## src/selen_rom.hex

```
// One 32-bit ROM word per line in hex, word address 0 at the top
// 32 words in total
00000013
3c1a0010
8f5b2204
27bdfff0
afbf000c
0c0000a5
a5a5a5a5
5a5a5a5a
deadbeef
c001d00d
01234567
89abcdef
fedcba98
76543210
00ff00ff
ff00ff00
13579bdf
2468ace0
0f1e2d3c
4b5a6978
87961a2b
3c4d5e6f
70819203
b4c5d6e7
f8091a2b
12345678
9abcdef0
55aa33cc
cc33aa55
80000001
7ffffffe
e1d2c3b4

```

## src/logic/selen_pkg.sv

```systemverilog
package selen_pkg;

	// ------------------------------
	// Bus widths
	// ------------------------------
	localparam int WB_AWIDTH = 32;
	localparam int WB_DWIDTH = 32;
	localparam int WB_SWIDTH = WB_DWIDTH / 8;

	// ------------------------------
	// Memories
	// ------------------------------
	localparam int RAM_WORDS = 256;
	localparam int RAM_AW    = $clog2(RAM_WORDS);
	localparam int ROM_WORDS = 32;
	localparam int ROM_AW    = $clog2(ROM_WORDS);
	localparam     ROM_FILE  = "/design/src/selen_rom.hex";

	localparam int GPIO_WIDTH = 8;

	// ------------------------------
	// Address map
	// ------------------------------
	// Top level split
	localparam logic [WB_AWIDTH-1:0] IO_BASE  = 32'h0000_0000;
	localparam logic [WB_AWIDTH-1:0] IO_MASK  = 32'h0000_3fff;
	localparam logic [WB_AWIDTH-1:0] RAM_BASE = 32'h0010_0000;
	localparam logic [WB_AWIDTH-1:0] RAM_MASK = 32'h0000_0fff;

	// Inside the I/O region
	localparam logic [WB_AWIDTH-1:0] ROM_BASE  = 32'h0000_0000;
	localparam logic [WB_AWIDTH-1:0] ROM_MASK  = 32'h0000_0fff;
	localparam logic [WB_AWIDTH-1:0] GPIO_BASE = 32'h0000_2000;
	localparam logic [WB_AWIDTH-1:0] GPIO_MASK = 32'h0000_0fff;

	// GPIO register offsets
	localparam logic [WB_AWIDTH-1:0] RGPIO_IN  = 32'h0000_0000;
	localparam logic [WB_AWIDTH-1:0] RGPIO_OUT = 32'h0000_0004;
	localparam logic [WB_AWIDTH-1:0] RGPIO_OE  = 32'h0000_0008;

endpackage

```

## src/logic/gpio_top.sv

```systemverilog
`timescale 1ns/1ps

module gpio_top import selen_pkg::*; (
	input  logic                  clk,
	input  logic                  reset_i,
	input  logic [WB_AWIDTH-1:0]  wb_adr_i,
	input  logic [WB_DWIDTH-1:0]  wb_dat_i,
	input  logic [WB_SWIDTH-1:0]  wb_sel_i,
	input  logic                  wb_we_i,
	input  logic                  wb_cyc_i,
	input  logic                  wb_stb_i,
	output logic [WB_DWIDTH-1:0]  wb_dat_o,
	output logic                  wb_ack_o,
	output logic                  wb_err_o,
	input  logic [GPIO_WIDTH-1:0] gpio_pad_i,
	output logic [GPIO_WIDTH-1:0] gpio_pad_o,
	output logic [GPIO_WIDTH-1:0] gpio_padoe_o
);

	logic [WB_AWIDTH-1:0]  reg_off;
	logic                  req;
	logic                  hit_in;
	logic                  hit_out;
	logic                  hit_oe;
	logic                  bad;
	logic [GPIO_WIDTH-1:0] out_q;
	logic [GPIO_WIDTH-1:0] oe_q;
	logic [GPIO_WIDTH-1:0] sync_q;
	logic [GPIO_WIDTH-1:0] in_q;
	logic [GPIO_WIDTH-1:0] rd_sel;
	logic [WB_DWIDTH-1:0]  rd_q;
	logic                  ack_q;
	logic                  err_q;

	// ------------------------------
	// Register decode
	// ------------------------------
	assign reg_off = wb_adr_i & GPIO_MASK;
	assign hit_in  = reg_off == RGPIO_IN;
	assign hit_out = reg_off == RGPIO_OUT;
	assign hit_oe  = reg_off == RGPIO_OE;
	// Input register is read only
	assign bad = ~(hit_in | hit_out | hit_oe) | (hit_in & wb_we_i);
	assign req = wb_cyc_i & wb_stb_i & ~ack_q & ~err_q;

	always_comb begin
		rd_sel = in_q;
		if (hit_out)
			rd_sel = out_q;
		else if (hit_oe)
			rd_sel = oe_q;
	end

	always_ff @(posedge clk) begin
		if (reset_i) begin
			out_q <= '0;
			oe_q  <= '0;
			ack_q <= 1'b0;
			err_q <= 1'b0;
		end else begin
			ack_q <= req & ~bad;
			err_q <= req & bad;
			if (req && !bad && wb_we_i && wb_sel_i[0]) begin
				if (hit_out)
					out_q <= wb_dat_i[GPIO_WIDTH-1:0];
				if (hit_oe)
					oe_q <= wb_dat_i[GPIO_WIDTH-1:0];
			end
		end
	end

	// Pad synchronizer and read data
	always_ff @(posedge clk) begin
		sync_q <= gpio_pad_i;
		in_q   <= sync_q;
		if (req)
			rd_q <= {{(WB_DWIDTH-GPIO_WIDTH){1'b0}}, rd_sel};
	end

	assign wb_dat_o     = rd_q;
	assign wb_ack_o     = ack_q;
	assign wb_err_o     = err_q;
	assign gpio_pad_o   = out_q;
	assign gpio_padoe_o = oe_q;

endmodule

```

## config.mk

```make
export PLATFORM = sky130hd
export DESIGN_NAME = gpio_top
export DESIGN_NICKNAME = d
export VERILOG_FILES = /design/src/logic/selen_pkg.sv /design/src/logic/gpio_top.sv
export SDC_FILE = /design/constraint.sdc
export NUM_CORES = 1
export LEC_CHECK = 0
export BUFFER_PORTS_ARGS = -buffer_cell sky130_fd_sc_hd__buf_4
export CAP_MARGIN = 20
export CORE_MARGIN = 5
export CORE_UTILIZATION = 36
export CTS_CLUSTER_SIZE = 25
export DETAILED_ROUTE_END_ITERATION = 10
export PLACE_DENSITY = 0.77
export SLEW_MARGIN = 20
export SYNTH_ARGS = -nofsm -noshare
export SYNTH_HDL_FRONTEND = slang
export SYNTH_SLANG_ARGS = --single-unit
```

## constraint.sdc

```tcl
create_clock -name clk -period 1.5 [get_ports clk]
set_input_delay 0 -clock clk [delete_from_list [all_inputs] [get_ports clk]]
set_output_delay 0 -clock clk [all_outputs]
set_load 0.01 [all_outputs]
```

-- Yosys cells after proc, flatten, opt, wreduce, memory -nomap -nowiden
Index checks and enable logic that the tools add are counted.
- equal/unequal tests: 2
- mux-type cells: 2
- bitwise operators: 13
- reduce and logical (&&, ||, !) cells: 7
- operators with widths (operator ; count):
    32-bit zero test ; 1
    8-bit two-way mux ; 2
    12-bit by 3-bit == test with 1-bit output (second input constant) ; 1
    12-bit by 4-bit == test with 1-bit output (second input constant) ; 1
    1-bit bitwise AND ; 6
    1-bit inverter ; 4
    2-bit AND reduction ; 2
    1-bit logical AND ; 3
    1-bit bitwise OR ; 3
    1-bit zero test ; 1
- register bits: 42
- output and inout bits: 50
- word-level logic and storage cells: 31

-- Logic depth before layout (Yosys ltp)
Gate-level depths: netlist of run 1.
- depth after elaboration: 10
- gate-level depth with buffers: 8

-- Worst setup path before layout of run 1
OpenSTA, ideal clock, no wires.
- path kind: reg-to-reg
- start point: register ack_q, in the netlist wb_ack_o
- end point: register oe_q[0], in the netlist gpio_padoe_o[0]
- library setup time: 70 ps
- arrival time: 1436 ps
- required time: 1430 ps
- setup slack: -7 ps
- cell stages (with the launch flop): 9
- buffers on the path: 2
- clock period less this slack: 1507 ps
- cell sequence: dfxtp_1 -> nor2_1 -> nand3_1 -> inv_1 -> and3_1 -> clkbuf_2 -> buf_4 -> nand3_1 -> a21oi_1
- cells in the longest elaborated chain, start to end: 7
- RTL lines (item ; line ; text):
    start: declaration ; gpio_top.sv:32 ; logic ack_q;
    start signal: assignment ; gpio_top.sv:61 ; ack_q <= req & ~bad;
    1-bit inverter ; gpio_top.sv:44 ; assign req = wb_cyc_i & wb_stb_i & ~ack_q & ~err_q;
    1-bit bitwise AND (2 in series) ; gpio_top.sv:44 ;
    net req ; gpio_top.sv:21 ; logic req;
    1-bit logical AND (3 in series) ; gpio_top.sv:63 ; if (req && !bad && wb_we_i && wb_sel_i[0]) begin
    2-bit AND reduction (no source line) ; n/a ;
    end signal: assignment ; gpio_top.sv:67 ; oe_q <= wb_dat_i[GPIO_WIDTH-1:0];
    end: declaration ; gpio_top.sv:27 ; logic [GPIO_WIDTH-1:0] oe_q;
The timed path passes the listed nets, and every way through them passes these cells.
A chain may end at the register's enable or synchronous reset.

-- Final worst setup path of run 1
- start point: register ack_q, in the netlist wb_ack_o
- end point: register oe_q[7], in the netlist gpio_padoe_o[7]
The elaborated chain is that of the path after synthesis.

==> metrics.md, run 1 <==
| Metric | Value |
|---|---|
| Vias in the first global route | `approximately 1300` |
| Critical Path RT | `1.72 ns` |
| Maximum VDD drop | `roughly 0.33 mV` |
| Endpoint type of the worst setup path | `flip-flop` |
| Clk pwr share | `0.327` |
| Hold path cells | `3` |
| TritonCTS clock tree | `built` |
| Critical path launch point | `wb_ack_o$_SDFF_PP0_` |
| Die X-Extent | `approximately 80 microns` |
| Power density cells | `approximately 900 nW/um^2` |
| FMAX | `between 700 and 800 MHz` |
| Via density | `approximately 4.5` |
| Post-synth cell types | `27` |
| Crit share post-route | `0.899` |
| Worst-Skew Late Latency | `~0.3 ns` |
| Leakage | `0.00105 uW` |
| Setup-failing EPs final | `0` |
| Overall Power | `roughly 2100 uW` |
| Worst r2r src | `wb_ack_o$_SDFF_PP0_` |
| Post-synthesis register bit count | `42` |
| Seq pwr share | `0.569` |
| Post-route ant nets | `0` |
| Clock-pin slew on the worst setup and hold paths | `around 0.07 ns` |
| Clock net sink count | `42` |
| Post-Route WL | `about 3.7 mm` |
| Tmin final | `1.35 ns` |
| Post-synth EDFFs | `8` |
| Worst setup SP type | `flip-flop` |
| Synthesized area per cell | `10.3 sq um` |
| Area growth, synth to finish | `38.6%` |
| Post-CTS setup buffers | `0` |
| First-pass GRT wire length | `5.91 mm` |
| Final Hold Vio Count | `0` |
| Total GRT Usage | `0.124` |
| Largest area contributor in the netlist | `dfxtp_1` |
| CTS root buffer | `clkbuf_8` |
| Detailed-route via count | `about 1400` |
| Cell count after synthesis | `between 150 and 200` |
| Comb power frac | `0.104` |
| Share of cells above drive strength 1 | `0.304` |
| Switching share of power | `0.222` |
| Area after DPL | `about 2100 sq um` |
| Worst Hold Class | `in -> reg` |
| Row count | `25` |
| Core box area | `4690 sq um` |
| Initial antenna violation count | `0` |
| Post-DP HPWL | `between 2 and 3 mm` |
| Post-synth ARST share | `0` |
| IO buf count | `59` |
| Outcome | `finished, final reports clean` |
| Sw power | `approximately 460 uW` |
| Arr. time, crit path | `~1.6 ns` |
| Hold Crit Start | `wb_stb_i` |
| Top cells by area, synth | `dfxtp_1 39%, edfxtp_1 14%, buf_4 11%, o21ai_0 6.4%, nand3_1 5.5%` |
| Routability cong. | `about 0.80` |
| Largest net degree at the start of global routing | `25` |
| 1st-iter DRT viols | `116` |
| Register area share after synthesis | `0.533` |
| Routed len/inst | `12.5 microns` |
| Maximum root-to-sink buffer count | `2` |
| Final core area utilization | `0.510` |
| # H-tree levels | `2` |
| Mapped cell area | `between 1500 and 2000 sq um` |
| Most common cell after layout, fill and taps aside | `buf_4` |
| Max Cap Viol | `0` |
| Crit path max fanout | `16` |
| Yosys warns | `0` |
| CTS Buf Count | `5` |
| Most frequent cells in the layout | `63 x buf_4, 34 x dfxtp_1, 24 x conb_1, 22 x o21ai_0, 19 x nand3_1` |
| Sum of negative setup slack | `0 ns` |
| Die area | `6280 sq um` |
| Post-synth top area share | `0.394` |
| Pins Over Slew Limit | `0` |
| Worst reg2reg path depth | `7` |
| Main flop type after synthesis | `dfxtp_1` |
| RSZ-0062 raised after global routing | `no` |
| # fillers | `between 400 and 500` |
| Grt ovf | `0` |
| Clock skew | `around 0.013 ns` |
| Starting density of the core | `0.368` |
| Residual DRC | `0` |
| DR pass1 iterations | `4` |
| Post-route cell area | `2390 sq um` |
| Internal power | `about 1600 uW` |
| Die extent in y | `slightly below 80 microns` |
| NumNets Final | `about 330` |
| WS Path Type | `reg -> reg` |
| Diode count | `0` |
| Ports | `around 130` |
==> Yosys cell counts, drive strengths merged (2+ instances only) <==
cell type,number
nand3,19
a21oi,17
buf,31
clkbuf,3
nor4,2
and3,2
nor2,2
dfxtp,34
edfxtp,8
mux2i,8
nor3b,2
nand4,2
nand2,8
o21ai,24
==> sequential cells by signal (all words and copies together), names as in the netlist <==
name / flops
wb_dat_o: 8
wb_err_o: 1
wb_ack_o: 1
gpio_padoe_o: 8
gpio_pad_o: 8
sync_q: 8
in_q: 8
==> cell families (layout without fill, tap and decap cells) <==
logic type / after synthesis / count (layout) / share of synthesized area
flops: 42 / 42 / 0.533
compound gates: 41 / 41 / 0.119
simple gates: 41 / 41 / 0.150
buf+inv: 35 / 91 / 0.149
mux: 8 / 8 / 0.0464
other cells: 1 / 24 / 0.00217
==> layout make-up <==
type | count | area (sq um) | share of cell area
flip-flops and latches | 42 | 921 | 0.385
repair buffers | 82 | 683 | 0.286
clock buffers | 7 | 76.3 | 0.0319
clock inverters | 1 | 6.26 | 0.00262
inverters | 1 | 3.75 | 0.00157
multi-input cells | 114 | 634 | 0.265
well taps | 54 | 67.6 | 0.0282
==> worst paths after layout <==
kind | to | slack, ns
max | gpio_padoe_o[7]$_SDFFE_PP0P_ | 0.15
min | wb_err_o$_SDFF_PP0_ | 0.06
max reg2reg | gpio_padoe_o[7]$_SDFFE_PP0P_ | 0.15
min reg2reg | in_q[0]$_DFF_P_ | 0.33
==> through the flow <==
stage / setup slack, ns / hold WS, ns / instances
floorplan: 0.0727 / 0.0277 / 191
global placement: 0.0986 / 0.105 / 276
detailed placement: 0.0613 / 0.106 / 276
CTS: 0.130 / 0.0458 / 301
global route: 0.0517 / 0.0672 / 301
finish: 0.152 / 0.0552 / 301
==> repair_timing <==
item / 4_1_cts / 5_1_grt
setup endpoints to repair: 0 / 0
endpoints found under the hold margin: 22 / 0
gates resized for setup: 0 / 0
hold buffers: 17 / 0
==> worst max-delay path, cell delays in order (launching register included) <==
cell,delay [ns]
dfxtp_1,0.31
nor2_1,0.09
nand3_1,0.15
inv_2,0.11
and3_1,0.21
buf_12,0.15
nand3_1,0.09
a21oi_1,0.17
==> metal layers <==
layer | share of wire | vias to the layer above | wire length, microns | track usage
met5 | 0 | - | 0 | 0
met4 | 0.030 | 0 | 113 | 0.0653
met3 | 0.086 | 9 | 324 | 0.0544
met2 | 0.51 | 52 | 1900 | 0.205
met1 | 0.38 | 599 | 1410 | 0.133
li1 | - | 695 | - | -
==> power groups by stage <==
stage	clock network [uW]	registers, uW	logic [uW]
floorplan	0	1220	113
global placement	0	1220	177
detailed placement	0	1220	181
CTS	710	1190	217
global route	760	1190	239
finish	684	1190	219
No activity file was read; power rests on OpenSTA's default activity.
==> run 2, diff against run 1 <==
CORE_UTILIZATION = 39   (was 36)
PLACE_DENSITY = 0.8   (was 0.77)
clock period = 1.55 ns   (was 1.5 ns; I/O delays follow)
==> metrics.md, run 2 (synthesis results as in run 1) <==
| Metric | Value |
|---|---|
| Outcome | `finished, final reports clean` |
| Family with the most delay on the worst path | `simple AND/OR/NAND/NOR gates` |
| Seq pwr share | `0.564 (-0.005)` |
| Post-DP HPWL | `2.77 mm (-5.6%)` |
| Post-route ant nets | `0 (unchanged)` |
| Sum of negative setup slack | `0 ns (unchanged)` |
| Critical Path RT | `1.77 ns (+0.05 ns)` |
| Grt ovf | `0 (unchanged)` |
| Residual DRC | `0 (unchanged)` |
| Final setup margin | `0.212 ns (+0.0597 ns)` |
| Most used cell, CP | `nand3_1` |
| Endpoint type of the worst setup path | `flip-flop` |
| Die X-Extent | `76.5 microns (-3.4%)` |
| Vias in the first global route | `1245 (-4.9%)` |
| Maximum root-to-sink buffer count | `2 (unchanged)` |
| Routability cong. | `0.782 (-2.4%)` |
| IO buf count | `59 (unchanged)` |
| DR pass1 iterations | `4 (unchanged)` |
| Initial antenna violation count | `0 (unchanged)` |
| Post-CTS setup buffers | `0 (unchanged)` |
| Post-Route WL | `3.73 mm (-0.53%)` |
| Arr. time, crit path | `1.56 ns (about the same)` |
| Placed Cells incl. Taps | `274 (-0.72%)` |
| FMAX | `747 MHz (+0.72%)` |
| Comb power frac | `0.101 (-0.003)` |
| # fillers | `388 (-11%)` |
| Routed len/inst | `12.5 microns (+0.47%)` |
| CTS root buffer | `clkbuf_8` |
| Crit share post-route | `0.863 (-0.0352)` |
| Power density cells | `859 nW/um^2 (-1.8%)` |
| 1st-iter DRT viols | `117 (+0.86%)` |
| Clock skew | `0.00483 ns (-0.00841 ns)` |
| Clk pwr share | `0.335 (+0.008)` |
| Crit path buf inv count | `2 (unchanged)` |
| Tmin final | `1.34 ns (-0.00965 ns)` |
| Most common cell after layout, fill and taps aside | `buf_4` |
| Leakage | `0.00105 uW (-0.36%)` |
| NumNets Final | `326 (-0.31%)` |
| WS Path Type | `reg -> reg` |
| Diode count | `0 (unchanged)` |
| Die extent in y | `76.5 microns (-3.4%)` |
| Max Cap Viol | `0 (unchanged)` |
| Most frequent cells in the layout | `64 x buf_4, 34 x dfxtp_1, 24 x conb_1, 22 x o21ai_0, 19 x nand3_1` |
| Final Hold Vio Count | `0 (unchanged)` |
| Via density | `4.56 (+1.2%)` |
| TritonCTS clock tree | `built` |
| Slowest cell on crit path | `dfxtp_1` |
| Area after DPL | `2120 sq um (-0.70%)` |
| RSZ-0062 raised after global routing | `no` |
| Worst-Skew Late Latency | `0.29 ns (about the same)` |
| Finished Layout Cells | `298 (-1.0%)` |
| Clock-pin slew on the worst setup and hold paths | `0.08 ns (about the same)` |
| Row count | `24 (-4.0%)` |
| CP max stage delay | `0.32 ns (about the same)` |
| Area growth, synth to finish | `37.5%` |
| Ports | `131 (unchanged)` |
| Crit path max fanout | `16 (unchanged)` |
| Share of cells above drive strength 1 | `0.309 (+0.00530)` |
| Maximum VDD drop | `0.436 mV (+34%)` |
| Setup-failing EPs final | `0 (unchanged)` |
| # H-tree levels | `2 (unchanged)` |
| Pre-CTS WS | `0.128 ns (+0.0665 ns)` |
| Overall Power | `2040 uW (-2.5%)` |
| Post-route cell area | `2370 sq um (-0.73%)` |
| Worst Hold Class | `in -> reg` |
| Internal power | `1570 uW (-3.7%)` |
| Detailed-route via count | `1358 (+0.22%)` |
| Pins Over Slew Limit | `0 (unchanged)` |
| Clock net sink count | `42 (unchanged)` |
| Starting density of the core | `0.399 (+0.0313)` |
| Die area | `5860 sq um (-6.7%)` |
| CTS Buf Count | `5 (unchanged)` |
| Total GRT Usage | `0.127 (+0.00256)` |
| Worst path cell trace | `nor2_1 > nand3_1 > inv_1 > and3_1 > buf_4 > nand3_1 > a21oi_1` |
| First-pass GRT wire length | `5.98 mm (+1.3%)` |
| Largest net degree at the start of global routing | `25 (unchanged)` |
| Switching share of power | `0.231 (+0.00938)` |
| Worst setup SP type | `flip-flop` |
| Core box area | `4320 sq um (-7.8%)` |
| Sw power | `472 uW (+1.6%)` |
==> run 2: changes by cell type in the layout (fill, tap and decap cells not counted) <==
cell / change
clkbuf_1: -2
buf_12: -1
buf_4: +1
clkinv_2: +1
clkinv_4: +1
clkinvlp_4: +1
dlygate4sd3_1: -1
inv_1: +1
inv_2: -1
inv_4: -1
==> run 2: cell type report <==
type	count	area, sq um	area share
well taps	52	65.1	0.0274
clock inverters	3	21.3	0.00896
multi-input cells	114	634	0.267
repair buffers	81	661	0.278
flip-flops and latches	42	921	0.388
clock buffers	5	68.8	0.0290
inverters	1	3.75	0.00158
==> run 2: per-layer routing <==
layer | part of all wire | vias to the layer above | track usage
met3 | 0.085 | 9 | 0.0449
met5 | 0 | - | 0
met2 | 0.49 | 58 | 0.204
met4 | 0.027 | 0 | 0.0734
li1 | - | 694 | -
met1 | 0.40 | 597 | 0.143
==> run 2: what timing repair did <==
| action | CTS | global route |
|---|---|---|
| endpoints found under the hold margin | 24 | 0 |
| resized for setup | 0 | 0 |
| hold buffers | 16 | 0 |
==> run 2: power by group through the flow <==
| stage | clock (uW) | combinational [uW] | sequential, uW |
|---|---|---|---|
| after floorplan | 0 | 109 | 1180 |
| after global placement | 0 | 169 | 1180 |
| after detailed placement | 0 | 171 | 1180 |
| after CTS | 708 | 204 | 1150 |
| after global routing | 740 | 227 | 1150 |
| final | 683 | 206 | 1150 |
==> run 2: final timing paths <==
path / slack, ns / depth (start not counted) / from / endpoint
worst max-delay path: 0.21 / 7 / wb_ack_o$_SDFF_PP0_ / gpio_padoe_o[6]$_SDFFE_PP0P_
worst min-delay path: 0.01 / 2 / reset_i / gpio_pad_o[6]$_SDFFE_PP0P_
worst max register to register: 0.21 / 7 / wb_ack_o$_SDFF_PP0_ / gpio_padoe_o[6]$_SDFFE_PP0P_
worst min register to register: 0.33 / 0 / sync_q[6]$_DFF_P_ / in_q[6]$_DFF_P_
==> run 2: metrics by stage <==
step	utilization	hold slack, ns
finish	0.549	0.0148
CTS	0.549	0.00867
detailed placement	0.491	0.106
floorplan	-	0.0277
global placement	0.491	0.105
global route	0.549	0.0251
