## config.mk

```make
export PLATFORM = sky130hd
export DESIGN_NAME = wb_com_top
export DESIGN_NICKNAME = d
export VERILOG_FILES = /design/src/logic/selen_pkg.sv /design/src/logic/wb_com_top.sv
export SDC_FILE = /design/constraint.sdc
export NUM_CORES = 1
export LEC_CHECK = 0
export BUFFER_PORTS_ARGS = -buffer_cell sky130_fd_sc_hd__buf_2
export CAP_MARGIN = 40
export CORE_AREA = 2 2 122 124
export DETAILED_ROUTE_END_ITERATION = 6
export DIE_AREA = 0 0 124 126
export GPL_ROUTABILITY_DRIVEN = 0
export SLEW_MARGIN = 30
export SYNTH_ARGS = -nofsm -noshare
export SYNTH_HDL_FRONTEND = slang
export SYNTH_SLANG_ARGS = --single-unit
```

## constraint.sdc

```tcl
create_clock -name clk -period 2 [get_ports clk]
set_input_delay 0.4 -clock clk [delete_from_list [all_inputs] [get_ports clk]]
set_output_delay 0.4 -clock clk [all_outputs]
set_load 0.02 [all_outputs]
```

## src/selen_rom.hex

```
// One 32-bit ROM word per line in hex, word address 0 at the top
// 32 words in total
00000013
3c1a0010
8f5b2204
27bdfff0
afbf000c
0c0000a5
a5a5a5a5
5a5a5a5a
deadbeef
c001d00d
01234567
89abcdef
fedcba98
76543210
00ff00ff
ff00ff00
13579bdf
2468ace0
0f1e2d3c
4b5a6978
87961a2b
3c4d5e6f
70819203
b4c5d6e7
f8091a2b
12345678
9abcdef0
55aa33cc
cc33aa55
80000001
7ffffffe
e1d2c3b4

```

## src/logic/selen_pkg.sv

```systemverilog
package selen_pkg;

	// ------------------------------
	// Bus widths
	// ------------------------------
	localparam int WB_AWIDTH = 32;
	localparam int WB_DWIDTH = 32;
	localparam int WB_SWIDTH = WB_DWIDTH / 8;

	// ------------------------------
	// Memories
	// ------------------------------
	localparam int RAM_WORDS = 256;
	localparam int RAM_AW    = $clog2(RAM_WORDS);
	localparam int ROM_WORDS = 32;
	localparam int ROM_AW    = $clog2(ROM_WORDS);
	localparam     ROM_FILE  = "/design/src/selen_rom.hex";

	localparam int GPIO_WIDTH = 8;

	// ------------------------------
	// Address map
	// ------------------------------
	// Top level split
	localparam logic [WB_AWIDTH-1:0] IO_BASE  = 32'h0000_0000;
	localparam logic [WB_AWIDTH-1:0] IO_MASK  = 32'h0000_3fff;
	localparam logic [WB_AWIDTH-1:0] RAM_BASE = 32'h0010_0000;
	localparam logic [WB_AWIDTH-1:0] RAM_MASK = 32'h0000_0fff;

	// Inside the I/O region
	localparam logic [WB_AWIDTH-1:0] ROM_BASE  = 32'h0000_0000;
	localparam logic [WB_AWIDTH-1:0] ROM_MASK  = 32'h0000_0fff;
	localparam logic [WB_AWIDTH-1:0] GPIO_BASE = 32'h0000_2000;
	localparam logic [WB_AWIDTH-1:0] GPIO_MASK = 32'h0000_0fff;

	// GPIO register offsets
	localparam logic [WB_AWIDTH-1:0] RGPIO_IN  = 32'h0000_0000;
	localparam logic [WB_AWIDTH-1:0] RGPIO_OUT = 32'h0000_0004;
	localparam logic [WB_AWIDTH-1:0] RGPIO_OE  = 32'h0000_0008;

endpackage

```

## src/logic/wb_com_top.sv

```systemverilog
`timescale 1ns/1ps

module wb_com_top import selen_pkg::*; #(
	parameter logic [WB_AWIDTH-1:0] S0_ADDR_BASE = IO_BASE,
	parameter logic [WB_AWIDTH-1:0] S0_ADDR_MASK = IO_MASK,
	parameter logic [WB_AWIDTH-1:0] S1_ADDR_BASE = RAM_BASE,
	parameter logic [WB_AWIDTH-1:0] S1_ADDR_MASK = RAM_MASK
) (
	input  logic                 clk,
	input  logic                 reset_i,
	// Master side
	input  logic [WB_AWIDTH-1:0] m_adr_i,
	input  logic [WB_DWIDTH-1:0] m_dat_i,
	input  logic [WB_SWIDTH-1:0] m_sel_i,
	input  logic                 m_we_i,
	input  logic                 m_cyc_i,
	input  logic                 m_stb_i,
	output logic [WB_DWIDTH-1:0] m_dat_o,
	output logic                 m_ack_o,
	output logic                 m_err_o,
	// Slave 0
	output logic [WB_AWIDTH-1:0] s0_adr_o,
	output logic [WB_DWIDTH-1:0] s0_dat_o,
	output logic [WB_SWIDTH-1:0] s0_sel_o,
	output logic                 s0_we_o,
	output logic                 s0_cyc_o,
	output logic                 s0_stb_o,
	input  logic [WB_DWIDTH-1:0] s0_dat_i,
	input  logic                 s0_ack_i,
	input  logic                 s0_err_i,
	// Slave 1
	output logic [WB_AWIDTH-1:0] s1_adr_o,
	output logic [WB_DWIDTH-1:0] s1_dat_o,
	output logic [WB_SWIDTH-1:0] s1_sel_o,
	output logic                 s1_we_o,
	output logic                 s1_cyc_o,
	output logic                 s1_stb_o,
	input  logic [WB_DWIDTH-1:0] s1_dat_i,
	input  logic                 s1_ack_i,
	input  logic                 s1_err_i
);

	logic s0_hit;
	logic s1_hit;
	logic m_req;
	logic miss_err_q;

	assign s0_hit = (m_adr_i & ~S0_ADDR_MASK) == S0_ADDR_BASE;
	assign s1_hit = (m_adr_i & ~S1_ADDR_MASK) == S1_ADDR_BASE;
	assign m_req  = m_cyc_i & m_stb_i;

	// Payload goes to both, the strobe only to the selected one
	assign s0_adr_o = m_adr_i;
	assign s0_dat_o = m_dat_i;
	assign s0_sel_o = m_sel_i;
	assign s0_we_o  = m_we_i;
	assign s0_cyc_o = m_cyc_i & s0_hit;
	assign s0_stb_o = m_stb_i & s0_hit;

	assign s1_adr_o = m_adr_i;
	assign s1_dat_o = m_dat_i;
	assign s1_sel_o = m_sel_i;
	assign s1_we_o  = m_we_i;
	assign s1_cyc_o = m_cyc_i & s1_hit;
	assign s1_stb_o = m_stb_i & s1_hit;

	assign m_dat_o = s1_hit ? s1_dat_i : s0_dat_i;
	assign m_ack_o = (s0_hit & s0_ack_i) | (s1_hit & s1_ack_i);
	assign m_err_o = (s0_hit & s0_err_i) | (s1_hit & s1_err_i) | miss_err_q;

	// Unmapped address answered once per strobe
	always_ff @(posedge clk) begin
		if (reset_i)
			miss_err_q <= 1'b0;
		else
			miss_err_q <= m_req & ~s0_hit & ~s1_hit & ~miss_err_q;
	end

	assert property (@(posedge clk) disable iff (reset_i) m_req |-> !(s0_hit && s1_hit));

	// No slave may answer a strobe the decoder has already refused
	assert property (@(posedge clk) disable iff (reset_i)
		miss_err_q |-> !(s0_ack_i || s1_ack_i));

endmodule

```

Word level (Yosys, flattened, before mapping)
Index checks and enable logic that the tools add are counted.
{ "totals": {"regBits": 1, "in_bits": 141, "output_inout_bits": 176, "wordCells": 22} }
{ "op_classes": {"bitwise": 18, "eq_ne": 1, "n_reduce_logical": 1, "n_mux": 1} }
{ "op_table": {"columns": ["op", "count"], "rows": [
  ["$logic_not A32 Y1", 1],
  ["$mux W32", 1],
  ["$eq A20 B9 Y1 const B", 1],
  ["$and A1 B1 Y1", 12],
  ["$not A1 Y1", 3],
  ["$or A1 B1 Y1", 3]
]} }

Depth between registers and ports, before layout
Gate-level depths: netlist (run 1).
{ "logic_depth": {"depth_word": 5, "ltp_mapped": 5, "depth_no_buf": 4} }

Worst setup path after synthesis (run 1)
Ideal clock, no wire load.
{ "synth_timing": {"path_kind": "input port to output port", "start": "input port m_adr_i[29]", "end": "output port m_dat_o[12]", "stages": 5, "arrival_time_ns": 1.834, "required_ns": 1.600, "path_buffers": 1, "path_slack_ns": -0.234, "path_cell_list": "nor4_1 -> nand4_1 -> nor3_4 -> buf_6 -> mux2_1"} }
{ "synth_via": {"elab_chain_len": 2} }
{ "synth_lines": {"columns": ["item", "line", "text"], "rows": [
  ["start, declared", "wb_com_top.sv:12", "input logic [WB_AWIDTH-1:0] m_adr_i,"],
  ["$eq A20 B9 Y1", "wb_com_top.sv:49", "assign s1_hit = (m_adr_i & ~S1_ADDR_MASK) == S1_ADDR_BASE;"],
  ["$mux W32", "wb_com_top.sv:67", "assign m_dat_o = s1_hit ? s1_dat_i : s0_dat_i;"],
  ["end, declared", "wb_com_top.sv:18", "output logic [WB_DWIDTH-1:0] m_dat_o,"]
]} }
Every way passes these cells.

Worst setup path after layout (run 1)
{ "layout_timing": {"start": "input port m_adr_i[17]", "end": "output port m_dat_o[26]"} }
The elaborated chain is that of the path after synthesis.

==> metrics.yaml, run 1 <==
routing:
  via_per_inst: 3.116
  drt-pass1-iter-count: 4
  wirelength_um: 5548
  vias: 1343
  wl_per_cell_um: 12.87
  first_iter_violations: 18
  drc_errors: 0
  antenna_left: 0
global_route:
  grt_max_degree: 24
  grt_pass1_wl_um: 6292
  gr-total-overflow: 0
  grt_pass1_vias: 1255
  grt_usage: 0.05232
  antenna_found_initial: 0
timing:
  post-route-worst-setup-slack_ps: -346.3
  finalCriticalPeriod_ps: 2346
  fmax_ghz: 0.4262
  slew_headroom: 0.8460
  finClkSkew_ps: 0
  setup_violations: 37
  post-route-period-util: 1.173
  rsz0062_at_grt: "true"
  worst_pin_slew_ps: 229.3
  hold_viol_final: 0
  slew_viol_final: 0
cells_and_area:
  diodes: 0
  largestRegisters: "miss_err_q: 1 flops"
  fin_area_um2: 2292
  largest_register_ffs: 1
  fill_cells: 1598
  top_register: "miss_err_q"
  syn_to_final_growth_pct: 43.57
  layout.nets: 390
  fin_cells: 431
  layout-drive-gt1-share: 0.9595
worst_setup_path:
  crit_cells: 7
  cp.required_ps: 1600
  criticalPathCategory: "in -> out"
  cp.arrival_ps: 1950
  crit_path_start_kind: "input pin"
  crit_buf_inv: 4
  r2r-end: "miss_err_q$_SDFF_PP0_"
  cp_common_cell: "buf_6"
  cp-end-kind: "output port"
  slowest_stage: "or3_4"
  startpoint: "m_adr_i[17]"
  crit_path_end: "m_dat_o[26]"
  cpLargestDelayFamily: "simple AND/OR/NAND/NOR gates"
  crit_fanout: 6
  reg2reg_depth: 2
  regToRegSetupSlack_ps: 850
  max_stage_delay_ps: 440
  crit_chain: "buf_2 > or3_4 > nor3_4 > buf_6 > clkbuf_16 > mux2_4 > buf_6"
  r2r_start: "miss_err_q$_SDFF_PP0_"
pwr:
  p_sw_w: 0.0001974
  p_int_w: 0.0002396
  powerDensity_nw_per_um2: 190.6
  comb_power_share: 0.950
  seq_power_share: 0.050
  max-vdd-ir-drop_v: 0.00007908
  pwr-share-clk: 0
  leakage_nw: 1.185
  swShare: 0.4517
logic_synthesis:
  synth_compound_area_frac: 0.01646
  syn-num-nets: 337
  synth_top_family_by_area: "buffers and inverters"
  ys_types: 17
  synthCells: 196
  synth_xor_xnor_area_share: 0
  synthMuxAreaShare: 0.2257
  synth_simple_gate_area_frac: 0.07053
  synth-seq-cells: 1
  ys_warn_count: 0
  ys_seq_area_frac: 0.01254
  syn_area_um2: 1597
  syn_area_per_cell_um2: 8.146
  synth_fa_ha_area_frac: 0
status:
  status: "finished, violations left"
  failed_checks: "setup timing"
clocking:
  clkTransAtPathRegs_ps: 0
  clk_latency_ps: 0
  cts_hold_buffers: 0
place:
  portBuffers: 169
  placed_cells: 425
  hpwl_um: 4506
  place_area_um2: 1898
  place_ws_ps: -426.8
floorplanning:
  num_rows: 44
  die_x_um: 124
  die_h_um: 126
  dieArea_um2: 15620
  coreArea_um2: 14310
  start_util: 0.1115
  io_pins: 317
flow_run:
  cap_viol_max_count: 0
min_path:
  hold_path.class: "reg -> reg"
-- stage by stage --
step | TNS [ps] | hold WS, ps | util | power (W)
final | -10880 | 611.7 | 0.1601 | 0.0004370
after CTS | -12190 | 637.3 | 0.1458 | 0.0004076
after global placement | -13070 | 658.5 | 0.1326 | 0.0003828
after floorplan | -3227 | 476.9 | - | 0.0005328
after detailed placement | -13840 | 637.2 | 0.1326 | 0.0003844
after global routing | -14360 | 650.9 | 0.1601 | 0.0004633
-- per-layer routing --
metal | GRT usage | wire length (µm)
met2 | 0.09955 | 2860
met5 | 0 | 0
met4 | 0.007270 | 59
met1 | 0.05217 | 1759
met3 | 0.02446 | 869
-- kinds of logic after synthesis --
| kind of cell | count (synthesis) |
|---|---|
| AOI/OAI and AO/OA | 3 |
| buffers and inverters | 143 |
| DFF | 1 |
| muxes | 32 |
| and+or+nand+nor | 17 |
-- power groups by stage --
stage	Sequential [W]	Clock (W)	Combinational, W
2_1_floorplan	0.0000214	0	0.000511
3_3_place_gp	0.0000220	0	0.000361
3_5_place_dp	0.0000221	0	0.000362
4_1_cts	0.0000221	0	0.000386
5_1_grt	0.0000220	0	0.000441
6_report	0.0000219	0	0.000415
-- worst min path at each step --
| stage | startpoint | to | slack (ps) | depth (start not counted) |
|---|---|---|---|---|
| after floorplan | miss_err_q$_SDFF_PP0_ | miss_err_q$_SDFF_PP0_ | 480 | 2 |
| after global placement | miss_err_q$_SDFF_PP0_ | miss_err_q$_SDFF_PP0_ | 660 | 2 |
| after detailed placement | miss_err_q$_SDFF_PP0_ | miss_err_q$_SDFF_PP0_ | 640 | 2 |
| after CTS | miss_err_q$_SDFF_PP0_ | miss_err_q$_SDFF_PP0_ | 640 | 2 |
| after global routing | miss_err_q$_SDFF_PP0_ | miss_err_q$_SDFF_PP0_ | 650 | 2 |
| final | miss_err_q$_SDFF_PP0_ | miss_err_q$_SDFF_PP0_ | 610 | 2 |
-- Yosys cell counts (all sizes together) --
cell type | instances | area (µm²)
buf | 141 | 1070
mux2 | 32 | 360.3
and2 | 4 | 25.02
nor3 | 4 | 31.28
nor4 | 3 | 18.77
inv | 2 | 7.510
nor2 | 2 | 7.510
or3 | 2 | 12.51
a21o | 1 | 7.510
a32o | 1 | 10.01
dfxtp | 1 | 20.02
nand4 | 1 | 6.260
o2bb2ai | 1 | 8.760
or4bb | 1 | 11.26
-- worst reg2reg max path: stages (launching register included) --
cell     delay [ps]
dfxtp_1         310
or4bb_1         530
nor3_1          210
-- cell type report --
| cell class | count | area, µm² | area share |
|---|---|---|---|
| Inverter | 2 | 7.507 | 0.003275 |
| Multi-Input combinational cell | 52 | 701.9 | 0.3062 |
| Sequential cell | 1 | 20.02 | 0.008734 |
| Tap cell | 184 | 230.2 | 0.1004 |
| Timing Repair Buffer | 192 | 1333 | 0.5813 |
-- cell usage in the layout (no fill, tap or decap) --
master	n
buf_4	17
or4bb_1	1
a21o_1	1
buf_8	1
or3_4	2
a32o_1	1
and2_4	4
buf_16	1
buf_6	41
clkbuf_16	2
inv_1	2
nor2_1	1
nor3_1	1
nor2_4	1
o2bb2ai_1	1
nor3_4	1
dfxtp_1	1
nor3_2	2
nor4_4	3
mux2_4	32
buf_2	130
nand4_1	1
-- what timing repair did --
action                     CTS  global route
buffers inserted             2             0
resized for setup           50            44
pin swaps                    7             0
setup endpoints to repair   38            38
gates cloned                 1             3
Note: power is estimated with default switching activity, not from simulation.
==> inputs of run 2 (changes only) <==
--- a/config.mk
+++ b/config.mk
@@ -5,11 +5,12 @@
 export SDC_FILE = /design/constraint.sdc
 export NUM_CORES = 1
 export LEC_CHECK = 0
-export BUFFER_PORTS_ARGS = -buffer_cell sky130_fd_sc_hd__buf_2
 export CAP_MARGIN = 40
-export CORE_AREA = 2 2 122 124
+export CORE_AREA = 2 2 123 125
+export CTS_BUF_LIST = sky130_fd_sc_hd__clkbuf_8 sky130_fd_sc_hd__clkbuf_16
 export DETAILED_ROUTE_END_ITERATION = 6
-export DIE_AREA = 0 0 124 126
+export DIE_AREA = 0 0 125 127
+export DONT_BUFFER_PORTS = 1
 export GPL_ROUTABILITY_DRIVEN = 0
 export SLEW_MARGIN = 30
 export SYNTH_ARGS = -nofsm -noshare
==> metrics.yaml, run 2 (synthesized netlist as in run 1, its figures left out) <==
status:
  status: "finished, violations left"
  failed_checks: "setup timing"
floorplanning:
  io_pins: 317  # unchanged
  coreArea_um2: 14420  # +0.77%
  num_rows: 44  # unchanged
  dieArea_um2: 15880  # +1.6%
  die_h_um: 127  # +0.79%
  start_util: 0.1107  # -0.0008514
  die_x_um: 125  # +0.81%
routing:
  vias: 694  # -48%
  maxUsedRoutingLayer: "met4"
  wl_met2_um: 1760  # -38%
  via_per_inst: 2.776  # -11%
  antenna_left: 0  # unchanged
  drc_errors: 0  # unchanged
  drt-met1-wl_um: 1341  # -24%
  wl_per_cell_um: 15.46  # +20%
  first_iter_violations: 16  # -2
  wirelength_um: 3864  # -30%
  drt-pass1-iter-count: 4  # unchanged
  met3_length_um: 645  # -26%
flow_run:
  cap_viol_max_count: 0  # unchanged
cells_and_area:
  largest_register_ffs: 1  # unchanged
  fin_cells: 250  # -42%
  diodes: 0  # unchanged
  syn_to_final_growth_pct: -31.82
  fill_cells: 1681  # +5.2%
  fin_area_um2: 1089  # -53%
  layout-drive-gt1-share: 0.8485  # -0.1110
  top_register: "miss_err_q"
  final_core_util: 0.07547  # -0.08467
  layout.nets: 209  # -46%
  largestRegisters: "miss_err_q: 1 flops"
  final_cell_mix: "mux2_4 (32), buf_4 (5), and2_4 (4), buf_6 (4)"
  final_common_cell: "mux2_4"
pwr:
  pwr-share-clk: 0  # unchanged
  comb_power_share: 0.847  # -0.103
  leakage_nw: 0.3945  # -67%
  p_sw_w: 0.00006742  # -66%
  powerDensity_nw_per_um2: 133.0  # -30%
  p_int_w: 0.00007739  # -68%
  max-vdd-ir-drop_v: 0.00005916  # -25%
  swShare: 0.4656  # +0.01388
  seq_power_share: 0.153  # +0.103
place:
  place_ws_ps: -309.3  # +117.6 ps
  place_area_um2: 977.2  # -49%
  portBuffers: 0  # -100%
  placed_cells: 246  # -42%
timing:
  hold_ws_ps: 568.4  # -43.36 ps
  fmax_ghz: 0.4664  # +9.4%
  hold_viol_final: 0  # unchanged
  slew_viol_final: 0  # unchanged
  setup_violations: 37  # unchanged
  worst_pin_slew_ps: 221.3  # -7.997 ps
  finalCriticalPeriod_ps: 2144  # -202.4 ps
  finClkSkew_ps: 0  # unchanged
  post-route-period-util: 1.072  # -0.1012
  slew_headroom: 0.8514  # +0.005399
  rsz0062_at_grt: "true"
  post-route-worst-setup-slack_ps: -143.9  # +202.4 ps
clocking:
  clkTransAtPathRegs_ps: 0  # unchanged
  clk_latency_ps: 0  # unchanged
  cts_hold_buffers: 0  # unchanged
global_route:
  antenna_found_initial: 0  # unchanged
  gr-total-overflow: 0  # unchanged
  grt_pass1_vias: 783  # -38%
  grt_usage: 0.03917  # -0.01315
  grt_max_degree: 24  # unchanged
  grt_pass1_wl_um: 4747  # -25%
worst_setup_path:
  cp.required_ps: 1600  # about the same
  cp-end-kind: "output port"
  crit_path_start_kind: "input pin"
  criticalPathCategory: "in -> out"
  crit_fanout: 10  # +4
  cp.arrival_ps: 1740  # -210 ps
min_path:
  hold_path.class: "in -> reg"
[run 2: repair_timing]
item / in CTS / in global routing
setup endpoints to repair: 37 / 37
setup buffers: 3 / 2
resized for setup: 20 / 4
pin swaps: 6 / 1
[run 2: layer usage]
metal | vias up | GRT usage
met2 | 136 | 0.06362
met5 | - | 0
met3 | 20 | 0.02094
met1 | 299 | 0.04365
met4 | 0 | 0.01438
li1 | 239 | -
[run 2: area by class of cell]
type                    instances  area (µm²)  share of cell area
flip-flops and latches          1       20.02             0.01839
repair buffers                 11       122.6              0.1126
multi-input cells              52       708.2              0.6506
well taps                     184       230.2              0.2115
inverters                       2       7.507            0.006897
[run 2: power by group through the flow]
stage | logic [W] | registers (W) | clock network, W
finish | 0.000123 | 0.0000221 | 0
global route | 0.000127 | 0.0000224 | 0
CTS | 0.000124 | 0.0000224 | 0
detailed placement | 0.000120 | 0.0000224 | 0
global placement | 0.000121 | 0.0000222 | 0
floorplan | 0.000511 | 0.0000214 | 0
[run 2: worst max-delay path: stages]
cell and delay [ps]:
nor4_4 270, nand4_1 210, nor3_4 230, buf_6 140, buf_12 130, mux2_4 350
[run 2: metrics by stage]
stage / total power (W) / TNS, ps
after floorplan: 0.0005328 / -3227
after global placement: 0.0001435 / -6835
after detailed placement: 0.0001428 / -8726
after CTS: 0.0001461 / -4562
after global routing: 0.0001497 / -7336
final: 0.0001448 / -4301
[run 2: final timing paths]
kind,startpoint,end,slack [ps],cells after the start
worst min register to register,miss_err_q$_SDFF_PP0_,miss_err_q$_SDFF_PP0_,590,2
worst max register to register,miss_err_q$_SDFF_PP0_,miss_err_q$_SDFF_PP0_,980,2
worst min-delay path,reset_i,miss_err_q$_SDFF_PP0_,570,2
worst max-delay path,m_adr_i[29],m_dat_o[14],-140,6
==> inputs of run 3 (changes only) <==
==> constraint.sdc (replaced) <==
create_clock -name clk -period 2.2 [get_ports clk]
set_input_delay 0.44 -clock clk [delete_from_list [all_inputs] [get_ports clk]]
set_output_delay 0.44 -clock clk [all_outputs]
set_load 0.02 [all_outputs]
==> metrics.yaml, run 3 (synthesized netlist as in run 1, its figures left out) <==
status:
  status: "finished, violations left"
  failed_checks: "setup timing"
floorplanning:
  coreArea_um2: 14420  # unchanged
  num_rows: 44  # unchanged
  die_h_um: 127  # unchanged
  die_x_um: 125  # unchanged
  dieArea_um2: 15880  # unchanged
  io_pins: 317  # unchanged
  start_util: 0.1107  # unchanged
global_route:
  use_met1: 0.03626  # -0.007397
  top_usage_layer: "met2"
  grt_pass1_wl_um: 5250  # +11%
  grt_usage: 0.04393  # +0.004759
  grt_max_degree: 13  # -46%
  met3_usage: 0.007538  # -0.01340
  gr-total-overflow: 0  # unchanged
  antenna_found_initial: 0  # unchanged
  use_met2: 0.09143  # +0.02781
  grt_pass1_vias: 867  # +11%
min_path:
  min_path_cells: 2  # unchanged
  hold_path_end: "miss_err_q$_SDFF_PP0_"
  hold_start: "miss_err_q$_SDFF_PP0_"
  hold_path.class: "reg -> reg"
worst_setup_path:
  cp.arrival_ps: 1770  # +30 ps
  reg2reg_depth: 2  # unchanged
  crit_path_start_kind: "input pin"
  criticalPathCategory: "in -> out"
  slowest_stage: "mux2_4"
  regToRegSetupSlack_ps: 1210  # +230 ps
  cp-end-kind: "output port"
  crit_chain: "nor4_4 > nand4_1 > buf_4 > nor3_4 > buf_6 > buf_12 > mux2_4"
  cp.required_ps: 1760  # +160 ps
  r2r_start: "miss_err_q$_SDFF_PP0_"
  r2r-end: "miss_err_q$_SDFF_PP0_"
  crit_fanout: 12  # +2
  max_stage_delay_ps: 350  # about the same
clocking:
  clkTransAtPathRegs_ps: 0  # unchanged
  clk_latency_ps: 0  # unchanged
  cts_hold_buffers: 0  # unchanged
timing:
  finClkSkew_ps: 0  # unchanged
  rsz0062_at_grt: "true"
  fmax_ghz: 0.4525
  post-route-worst-setup-slack_ps: -9.886  # +134.0 ps
  hold_viol_final: 0  # unchanged
  worst_pin_slew_ps: 231.4  # +10.15 ps
  hold_ws_ps: 502.8  # -65.57 ps
  slew_viol_final: 0  # unchanged
  post-route-period-util: 1.004
  slew_headroom: 0.8443  # -0.007081
  finalCriticalPeriod_ps: 2210
  setup_violations: 20  # -46%
cells_and_area:
  multi_input_area_um2: 665.6  # -6.0%
  largest_register_ffs: 1  # unchanged
  layout.nets: 207  # -0.96%
  final_common_cell: "mux2_4"
  final_cell_mix: "mux2_4 (32), buf_4 (5), and2_2 (4)"
  largestRegisters: "miss_err_q: 1 flops"
  regArea_um2: 20.02  # unchanged
  diodes: 0  # unchanged
  syn_to_final_growth_pct: -35.34
  top_register: "miss_err_q"
  fill_cells: 1690  # +0.54%
  layout-drive-gt1-share: 0.7969  # -0.05161
routing:
  wl_per_cell_um: 16.40  # +6.1%
  first_iter_violations: 18  # +2
  antenna_left: 0  # unchanged
  drc_errors: 0  # unchanged
  wirelength_um: 4067  # +5.3%
  drt-pass1-iter-count: 3  # -1
  via_per_inst: 2.726  # -1.8%
  vias: 676  # -2.6%
pwr:
  powerDensity_nw_per_um2: 124.7  # -6.3%
  leakage_nw: 0.3541  # -10%
  max-vdd-ir-drop_v: 0.00003805  # -36%
place:
  place_ws_ps: -311.0  # -1.727 ps
  hpwl_um: 3411
  portBuffers: 0  # unchanged
flow_run:
  cap_viol_max_count: 0  # unchanged
run 3: changes by cell type in the layout (fill, tap and decap cells not counted), sizes merged:
cell	before	now
buf	11	9
run 3: worst max-delay path by stage:
stage               depth (start not counted)           to   startpoint
detailed placement                          5  m_dat_o[17]  m_adr_i[18]
floorplan                                   5  m_dat_o[15]  m_adr_i[25]
global placement                            5  m_dat_o[17]  m_adr_i[18]
global route                                7   m_dat_o[8]  m_adr_i[22]
finish                                      7   m_dat_o[8]  m_adr_i[22]
CTS                                         7  m_dat_o[31]  m_adr_i[18]
run 3: critical path: cells and delay by family:
kind | cells | cell delay [ps]
simple gates | 3 | 490
buf+inv | 3 | 470
mux | 1 | 350
run 3: repair_timing:
item / in CTS / in global routing
gates cloned: 1 / 0
setup endpoints to repair: 37 / 37
gates resized for setup: 41 / 16
buffers inserted: 4 / 1
pin swaps: 2 / 3
run 3: layer usage:
layer,vias up,part of all wire
met5,-,0
met4,0,0.068
met3,41,0.11
met2,113,0.56
met1,285,0.26
li1,237,-
run 3: power breakdown:
part           internal (W)  switching [W]  total (W)  leakage (nW)
clock network             0              0          0             0
logic             0.0000500      0.0000591   0.000109         0.346
registers         0.0000193    0.000000311  0.0000196       0.00820
run 3: stage by stage:
stage	area, µm²	cells	total power, W	setup TNS (ps)	utilization
5_1_grt	1032	248	0.0001337	-4684	0.07156
2_1_floorplan	1597	196	0.0004657	-683.7	-
3_5_place_dp	814.5	245	0.0001092	-9504	0.05647
4_1_cts	1036	250	0.0001286	-3049	0.07183
6_report	1032	248	0.0001287	-95.88	0.07156
3_3_place_gp	814.5	245	0.0001101	-6292	0.05647
run 3: area by class of cell:
type	instances	area share
Tap cell	184	0.2230
Multi-Input combinational cell	52	0.6448
Timing Repair Buffer	9	0.1055
Sequential cell	1	0.01939
Inverter	2	0.007273
